`src/verilog/policer_pkg.sv`:
```
// Shared widths and encodings for the ingress policer
// Bucket and rate values carry 8 fraction bits; CBS is whole bytes only

package policer_pkg;

    ////////////////////////////////////////////////////////////////////////////
    // Port numbering

    localparam int num_ports = 11;
    localparam int port_w    = 4;

    typedef logic [port_w-1:0] port_t;

    ////////////////////////////////////////////////////////////////////////////
    // Descriptor fields

    localparam int prio_w = 3;
    localparam int blen_w = 11;

    typedef logic [prio_w-1:0] prio_t;

    // Supported lengths 64 to 1500 bytes
    typedef logic [blen_w-1:0] blen_t;

    ////////////////////////////////////////////////////////////////////////////
    // Fixed-point bucket format

    localparam int frac_bits = 8;
    localparam int rate_w    = 32;
    localparam int level_w   = 32;
    localparam int burst_w   = 24;
    localparam int whole_w   = level_w - frac_bits;

    // Room for num_ports times a full-scale CIR
    localparam int drain_w   = rate_w + port_w;

    typedef logic [rate_w-1:0]  rate_t;
    typedef logic [level_w-1:0] level_t;
    typedef logic [burst_w-1:0] burst_t;

    ////////////////////////////////////////////////////////////////////////////
    // Configuration

    localparam int cfg_data_w = 32;

    typedef logic table_sel_t;

    localparam table_sel_t sel_cir = 1'b0;
    localparam table_sel_t sel_cbs = 1'b1;

endpackage
```
`src/verilog/bucket_arbiter.sv`:
```
// Fixed-priority access to the bucket store, mark engine first
// Purely combinational; the losing engine's write is discarded
`timescale 1ns/1ps

module bucket_arbiter (
    // Mark engine side
    input  logic                mark_req,
    input  policer_pkg::port_t  mark_addr,
    input  logic                mark_wr,
    input  policer_pkg::level_t mark_wdata,
    output logic                mark_gnt,

    // Leak sweeper side
    input  logic                leak_req,
    input  policer_pkg::port_t  leak_addr,
    input  logic                leak_wr,
    input  policer_pkg::level_t leak_wdata,
    output logic                leak_gnt,

    // Store side
    output policer_pkg::port_t  store_addr,
    output logic                store_wr,
    output policer_pkg::level_t store_wdata
);

    ////////////////////////////////////////////////////////////////////////////
    // Grants

    // Packets never wait, so the sweeper only gets idle cycles
    assign mark_gnt = mark_req;
    assign leak_gnt = leak_req && !mark_req;

    ////////////////////////////////////////////////////////////////////////////
    // Steering

    always_comb begin
        if (mark_gnt) begin
            store_addr  = mark_addr;
            store_wr    = mark_wr;
            store_wdata = mark_wdata;
        end else begin
            store_addr  = leak_addr;
            store_wr    = leak_wr && leak_gnt;
            store_wdata = leak_wdata;
        end
    end

endmodule

```
`src/verilog/bucket_store.sv`:
```
// One bucket level per ingress port, single access port
// Read is combinational; an out-of-range address reads 0 and never writes
`timescale 1ns/1ps

module bucket_store (
    input  logic                core_clk_ifc,
    input  logic                timer_reset,
    input  policer_pkg::port_t  addr,
    input  logic                wr,
    input  policer_pkg::level_t wdata,
    output policer_pkg::level_t rdata
);

    import policer_pkg::*;

    level_t levels [num_ports];
    logic   addr_ok;

    assign addr_ok = (addr < num_ports);

    // Same-cycle read for the granted engine
    assign rdata = addr_ok ? levels[addr] : '0;

    ////////////////////////////////////////////////////////////////////////////
    // Level array

    always_ff @(posedge core_clk_ifc) begin
        if (timer_reset) begin
            for (int i = 0; i < num_ports; i++) begin
                levels[i] <= '0;
            end
        end else if (wr && addr_ok) begin
            levels[addr] <= wdata;
        end
    end

endmodule

```
`src/verilog/ingress_policer.sv`:
```
// Ingress token-bucket policer, one bucket per port, no back-pressure
// Marked descriptor appears exactly one cycle after pkt_valid
`timescale 1ns/1ps

module ingress_policer (
    input  logic                               core_clk_ifc,
    input  logic                               timer_reset,
    input  logic                               cfg_wr,
    input  policer_pkg::table_sel_t            cfg_sel,
    input  policer_pkg::port_t                 cfg_port,
    input  logic [policer_pkg::cfg_data_w-1:0] cfg_data,
    input  logic [policer_pkg::num_ports-1:0]  enable,
    input  logic                               pkt_valid,
    input  policer_pkg::port_t                 pkt_ingress_port,
    input  policer_pkg::port_t                 pkt_egress_port,
    input  policer_pkg::prio_t                 pkt_prio,
    input  policer_pkg::blen_t                 pkt_blen,
    output logic                               out_valid,
    output policer_pkg::port_t                 out_ingress_port,
    output policer_pkg::port_t                 out_egress_port,
    output policer_pkg::prio_t                 out_prio,
    output policer_pkg::blen_t                 out_blen,
    output logic                               out_drop_mark
);

    import policer_pkg::*;

    rate_t  cir [num_ports];
    burst_t cbs [num_ports];

    logic   mark_req, mark_wr, mark_gnt;
    port_t  mark_addr;
    level_t mark_wdata;

    logic   leak_req, leak_wr, leak_gnt;
    port_t  leak_addr;
    level_t leak_wdata;

    port_t  store_addr;
    logic   store_wr;
    level_t store_wdata, store_rdata;

    policer_config u_config (
        .core_clk_ifc, .timer_reset, .cfg_wr, .cfg_sel, .cfg_port, .cfg_data,
        .cir, .cbs
    );

    bucket_store u_store (
        .core_clk_ifc, .timer_reset, .addr(store_addr), .wr(store_wr),
        .wdata(store_wdata), .rdata(store_rdata)
    );

    bucket_arbiter u_arbiter (
        .mark_req, .mark_addr, .mark_wr, .mark_wdata, .mark_gnt,
        .leak_req, .leak_addr, .leak_wr, .leak_wdata, .leak_gnt,
        .store_addr, .store_wr, .store_wdata
    );

    leak_sweeper u_sweeper (
        .core_clk_ifc, .timer_reset, .cir, .leak_req, .leak_addr, .leak_wr,
        .leak_wdata, .leak_gnt, .rdata(store_rdata)
    );

    mark_engine u_mark (
        .core_clk_ifc, .timer_reset, .enable, .cbs,
        .pkt_valid, .pkt_ingress_port, .pkt_egress_port, .pkt_prio, .pkt_blen,
        .mark_req, .mark_addr, .mark_wr, .mark_wdata, .rdata(store_rdata),
        .out_valid, .out_ingress_port, .out_egress_port, .out_prio, .out_blen,
        .out_drop_mark
    );

endmodule

```
`src/verilog/leak_sweeper.sv`:
```
// Round-robin drain of all buckets, one port per granted cycle
// Each visit removes num_ports times CIR, so the average rate is CIR per cycle
`timescale 1ns/1ps

module leak_sweeper (
    input  logic                core_clk_ifc,
    input  logic                timer_reset,
    input  policer_pkg::rate_t  cir [policer_pkg::num_ports],
    output logic                leak_req,
    output policer_pkg::port_t  leak_addr,
    output logic                leak_wr,
    output policer_pkg::level_t leak_wdata,
    input  logic                leak_gnt,
    input  policer_pkg::level_t rdata
);

    import policer_pkg::*;

    port_t              ptr;
    logic [drain_w-1:0] drain;
    logic [drain_w-1:0] level_ext;

    // Always asking; the arbiter decides
    assign leak_req  = 1'b1;
    assign leak_addr = ptr;
    assign leak_wr   = leak_gnt;

    ////////////////////////////////////////////////////////////////////////////
    // Saturated drain

    // Wide enough that an all-ones CIR cannot wrap
    assign drain     = drain_w'(cir[ptr]) * drain_w'(num_ports);
    assign level_ext = drain_w'(rdata);

    always_comb begin
        if (drain >= level_ext) begin
            leak_wdata = '0;
        end else begin
            leak_wdata = level_t'(level_ext - drain);
        end
    end

    ////////////////////////////////////////////////////////////////////////////
    // Port pointer

    // Held while the mark engine owns the store
    always_ff @(posedge core_clk_ifc) begin
        if (timer_reset) begin
            ptr <= '0;
        end else if (leak_gnt) begin
            if (ptr == port_t'(num_ports - 1)) begin
                ptr <= '0;
            end else begin
                ptr <= ptr + 1'b1;
            end
        end
    end

endmodule

```
`src/verilog/mark_engine.sv`:
```
// Per-packet bucket check and fill, one cycle from descriptor to marked output
// Ingress ports beyond the last one are treated as disabled
`timescale 1ns/1ps

module mark_engine (
    input  logic                              core_clk_ifc,
    input  logic                              timer_reset,
    input  logic [policer_pkg::num_ports-1:0] enable,
    input  policer_pkg::burst_t               cbs [policer_pkg::num_ports],
    input  logic                              pkt_valid,
    input  policer_pkg::port_t                pkt_ingress_port,
    input  policer_pkg::port_t                pkt_egress_port,
    input  policer_pkg::prio_t                pkt_prio,
    input  policer_pkg::blen_t                pkt_blen,
    output logic                              mark_req,
    output policer_pkg::port_t                mark_addr,
    output logic                              mark_wr,
    output policer_pkg::level_t               mark_wdata,
    input  policer_pkg::level_t               rdata,
    output logic                              out_valid,
    output policer_pkg::port_t                out_ingress_port,
    output policer_pkg::port_t                out_egress_port,
    output policer_pkg::prio_t                out_prio,
    output policer_pkg::blen_t                out_blen,
    output logic                              out_drop_mark
);

    import policer_pkg::*;

    logic               port_ok;
    logic               port_en;
    burst_t             port_cbs;
    logic [whole_w:0]   need;
    logic               over;
    logic               drop_mark;

    // Bucket access follows the descriptor strobe directly
    assign mark_req  = pkt_valid;
    assign mark_addr = pkt_ingress_port;

    ////////////////////////////////////////////////////////////////////////////
    // Decision

    assign port_ok  = (pkt_ingress_port < num_ports);
    assign port_en  = port_ok && enable[pkt_ingress_port];
    assign port_cbs = port_ok ? cbs[pkt_ingress_port] : '0;

    // Whole bytes of the current level plus this packet
    assign need = {1'b0, rdata[level_w-1:frac_bits]} + (whole_w + 1)'(pkt_blen);
    assign over = (need > (whole_w + 1)'(port_cbs));

    assign drop_mark = port_en && over;

    // Fill only on accept; cannot overflow since need stays within CBS
    assign mark_wr    = pkt_valid && port_en && !over;
    assign mark_wdata = rdata + (level_t'(pkt_blen) << frac_bits);

    ////////////////////////////////////////////////////////////////////////////
    // Output register

    always_ff @(posedge core_clk_ifc) begin
        if (timer_reset) begin
            out_valid <= 1'b0;
        end else begin
            out_valid <= pkt_valid;
        end
    end

    always_ff @(posedge core_clk_ifc) begin
        if (pkt_valid) begin
            out_ingress_port <= pkt_ingress_port;
            out_egress_port  <= pkt_egress_port;
            out_prio         <= pkt_prio;
            out_blen         <= pkt_blen;
            out_drop_mark    <= drop_mark;
        end
    end

endmodule

```
`src/verilog/policer_config.sv`:
```
// CIR and CBS tables; writes to ports beyond the last one are dropped
// CBS keeps the low 24 bits of the written word
`timescale 1ns/1ps

module policer_config (
    input  logic                               core_clk_ifc,
    input  logic                               timer_reset,
    input  logic                               cfg_wr,
    input  policer_pkg::table_sel_t            cfg_sel,
    input  policer_pkg::port_t                 cfg_port,
    input  logic [policer_pkg::cfg_data_w-1:0] cfg_data,
    output policer_pkg::rate_t                 cir [policer_pkg::num_ports],
    output policer_pkg::burst_t                cbs [policer_pkg::num_ports]
);

    import policer_pkg::*;

    logic port_ok;
    logic cir_we;
    logic cbs_we;

    // Write decode by table select and port range
    assign port_ok = (cfg_port < num_ports);
    assign cir_we  = cfg_wr && port_ok && (cfg_sel == sel_cir);
    assign cbs_we  = cfg_wr && port_ok && (cfg_sel == sel_cbs);

    ////////////////////////////////////////////////////////////////////////////
    // Rate table

    always_ff @(posedge core_clk_ifc) begin
        if (timer_reset) begin
            for (int i = 0; i < num_ports; i++) begin
                cir[i] <= '0;
            end
        end else if (cir_we) begin
            cir[cfg_port] <= rate_t'(cfg_data);
        end
    end

    ////////////////////////////////////////////////////////////////////////////
    // Burst table

    always_ff @(posedge core_clk_ifc) begin
        if (timer_reset) begin
            for (int i = 0; i < num_ports; i++) begin
                cbs[i] <= '0;
            end
        end else if (cbs_we) begin
            // Upper byte of the word is discarded
            cbs[cfg_port] <= cfg_data[burst_w-1:0];
        end
    end

endmodule

```
`config.mk`:
```
export PLATFORM = sky130hd
export DESIGN_NAME = ingress_policer
export DESIGN_NICKNAME = d
export VERILOG_FILES = /design/src/verilog/policer_pkg.sv /design/src/verilog/bucket_arbiter.sv /design/src/verilog/bucket_store.sv /design/src/verilog/ingress_policer.sv /design/src/verilog/leak_sweeper.sv /design/src/verilog/mark_engine.sv /design/src/verilog/policer_config.sv
export SDC_FILE = /design/constraint.sdc
export NUM_CORES = 2
export LEC_CHECK = 0
export BUFFER_PORTS_ARGS = -buffer_cell sky130_fd_sc_hd__buf_2
export CORE_MARGIN = 2
export CORE_UTILIZATION = 51
export CTS_CLUSTER_DIAMETER = 120
export DETAILED_ROUTE_END_ITERATION = 10
export PLACE_DENSITY = 0.75
export SLEW_MARGIN = 30
export SYNTH_ARGS = -nofsm -noshare
export SYNTH_HDL_FRONTEND = slang
export SYNTH_SLANG_ARGS = --single-unit
```
`constraint.sdc`:
```
create_clock -name core_clk_ifc -period 14.6 [get_ports core_clk_ifc]
set_input_delay 2.19 -clock core_clk_ifc [delete_from_list [all_inputs] [get_ports core_clk_ifc]]
set_output_delay 2.19 -clock core_clk_ifc [all_outputs]
set_load 0.01 [all_outputs]
```
==> flow_summary.ini <==
[finish]
postLayoutCellArea_um2 = 55200
multi_input_area_um2 = 24500
syn_to_final_growth_pct = 9.12
final.fill_count = 8554
finalNetCount = 5786
layout-drive-gt1-share_pct = 11.9
seq_area_um2 = 23400

[yosys]
synth_area_leaders = dfxtp_1, edfxtp_1, nand2_1
synthTopCellsByCount = nand2_1, a21oi_1, dfxtp_1, nor2_1, clkbuf_1
synthFlopType = dfxtp_1
netlist-cell-type-count = 96
synthArstFlopShare_pct = 0
syn_avg_cell_area_um2 = 8.92
synth.net_count = 5939
postSynthCellCount = 5673
synth_edf_count = 343
synth_warnings = 0
yosysMostFrequentCell = nand2_1
synth_top_area_share_pct = 25.8
yosysTopAreaCell = dfxtp_1
yosys_register_bits = 996
syn_area_um2 = 50600
synth_seq_area_share_pct = 46.2

[sta]
fin_tns_setup_ns = 0
skew_ns = 0.0452
period_needed_ns = 11.31
slew_viol_final = 0
min_period_over_period_pct = 77.4
fin_ws_ns = 3.29
max_freq_mhz = 88.5
worst_slew_pin_slew_ns = 1.02
finalHoldViolations = 0
setup_viol = 0
slew_headroom_pct = 30.8
grt_setup_unrepaired = false

[run_status]
status = finished, final reports clean

[global_route]
grt_overflow = 0
grt_pass1_vias = 39500
track_usage_pct = 29.1
grt_antenna_before_repair = 9
grt_pass1_wl_um = 232000
grt_max_degree = 226

[routing]
vias_per_cell = 6.03
antenna_left = 0
first_pass_iters = 6
drtIter0Drc = 4767
drc_errors = 0
wl_um = 152000
num_vias = 41600
wl_per_cell_um = 22.0

[worst_setup_path]
end_kind = register
reg2reg_to = u_store.levels[2][21]
crit_required_ns = 14.94
startpoint_type = input pin
path_class = input pin to register
worstReg2RegStart = u_sweeper.leak_addr[0]
r2r_cells = 31
cp.arrival_ns = 11.65
path_max_fanout = 53
reg2reg_slack_ns = 3.94

[cts]
cts_hold_buf = 0
clock_latency_ns = 0.72
cts_tree = built
cts_inserted_buffers = 102
cts-htree-levels = 3
cts_setup_buffers = 0
root_buffer = clkbuf_16
cts.path.max_buffers = 3
cts_resized = 0
clkSlewWorstSetupHoldPaths_ns = 0.06
clkSinkCount = 996

[placement]
pre_cts_ws_ns = 2.64
gp_congestion = 0.976
dp_hpwl_um = 97000
postPlaceCellArea_um2 = 51700
io_buffer_count = 97

[hold_path]
hp-start = u_config.cir[260]
hold_depth = 2
hp-class = register to register
hold_end = u_config.cir[260]

[floorplanning]
io_pins = 98
initial_core_util_pct = 51.4
die_width_um = 319
die_y_um = 319
die_area_um2 = 102000
row_count = 115
coreArea_um2 = 98400

[pwr]
powerDensity_nw_per_um2 = 121
p_sw_mw = 1.86
seq_power_share_pct = 44.4
power.share.switching_pct = 27.8
leakagePower_nw = 20.1
ir_worst_vdd_v = 0.0000954
combPwrFrac_pct = 14.9
p_int_mw = 4.83
power.total_mw = 6.69
clockPowerShare_pct = 40.7

[flow_run]
maxCapViolations = 0
[area by class of cell]
cell class                 count  area share, %
timing repair buffer         205           2.52
multi-input combinational   3984           44.3
tap                         1287           2.92
sequential                   996           42.3
antenna                        2        0.00906
inverter                     231           1.57
clock inverter                44           1.13
clock buffer                 143           5.19
[worst max path at each step]
stage | cells past startpoint | to | startpoint | slack [ns]
after floorplan | 35 | u_store.levels[7][0] | pkt_valid | 4.20
after global placement | 27 | u_store.levels[7][5] | pkt_ingress_port[1] | 2.78
after detailed placement | 27 | u_store.levels[7][2] | pkt_ingress_port[1] | 2.64
after CTS | 26 | u_store.levels[5][13] | pkt_ingress_port[1] | 3.36
after global routing | 26 | u_store.levels[6][8] | pkt_ingress_port[1] | 2.76
final | 26 | u_store.levels[5][0] | pkt_ingress_port[1] | 3.29
[state kept, by name, indices dropped and copies added, names as in the netlist]
signal / flops
u_config.cir: 352
u_store.levels: 352
u_config.cbs: 264
u_mark.out_blen: 11
u_mark.out_egress_port: 4
u_mark.out_ingress_port: 4
u_sweeper.leak_addr: 4
u_mark.out_prio: 3
u_mark.out_drop_mark: 1
u_mark.out_valid: 1
[critical path, cell delays in order]
cell and delay (ns):
buf_4 0.52, mux2_4 0.72, buf_4 0.65, mux4_2 0.40, and2_0 0.16, a31oi_1 0.20, o21a_1 0.22, inv_1 0.08
ha_1 0.35, and4_1 0.28, o2111ai_1 0.14, o211ai_1 0.62, nand3_1 0.24, or2_2 0.35, xnor2_1 0.16, ha_1 0.32
nand4_1 0.12, nor2_1 0.16, nand4_1 0.13, nor4_1 0.29, a221oi_1 0.15, o21ai_0 0.33, o41ai_4 0.21, or3_1 0.71
nand3b_2 0.90, nand2b_2 0.95
[logic make-up after synthesis]
group                    share of synthesized area (%)
adder cells (fa/ha/maj)                           5.26
multiplexers                                      9.63
buffers and inverters                             5.72
flip-flops                                        46.2
XOR/XNOR                                          1.23
AND/OR/NAND/NOR                                   18.3
AO/OA/AOI/OAI                                     13.7
[metal layers]
| metal | global-route usage [%] | part of all wire [%] |
|---|---|---|
| met3 | 4.58 | 9.3 |
| met4 | 11.3 | 4.0 |
| met5 | 0 | 0 |
| met2 | 47.1 | 47 |
| met1 | 39.2 | 40 |
[through the flow]
| step | cells | utilization, % | hold slack, ns |
|---|---|---|---|
| floorplan | 5673 | - | 0.433 |
| global placement | 6697 | 52.4 | 0.438 |
| detailed placement | 6701 | 52.5 | 0.444 |
| CTS | 6888 | 56.1 | 0.452 |
| global route | 6892 | 56.1 | 0.467 |
| finish | 6892 | 56.1 | 0.451 |
[power groups by stage]
stage,clock network [mW],registers [mW],logic (mW)
2_1_floorplan,0,3.02,0.634
3_3_place_gp,0,3.03,0.953
3_5_place_dp,0,3.03,0.963
4_1_cts,2.75,2.97,0.968
5_1_grt,2.86,2.97,1.05
6_report,2.72,2.97,0.994
[placed cells by master (no fill, tap or decap), drive strengths merged, types with 24 or more instances in the layout]
master,count
buf,205
nor2,440
a21oi,762
edfxtp,343
a22oi,32
a211oi,34
a21o,40
clkbuf,143
and3,24
xnor2,48
dfxtp,653
mux2i,146
nor2b,32
mux4,143
nand2,1516
nand3,66
inv,237
ha,161
fa,31
o221a,29
nand2b,34
clkinv,24
o21a,29
o21ai,112
Note: power is estimated with default switching activity, not from simulation.
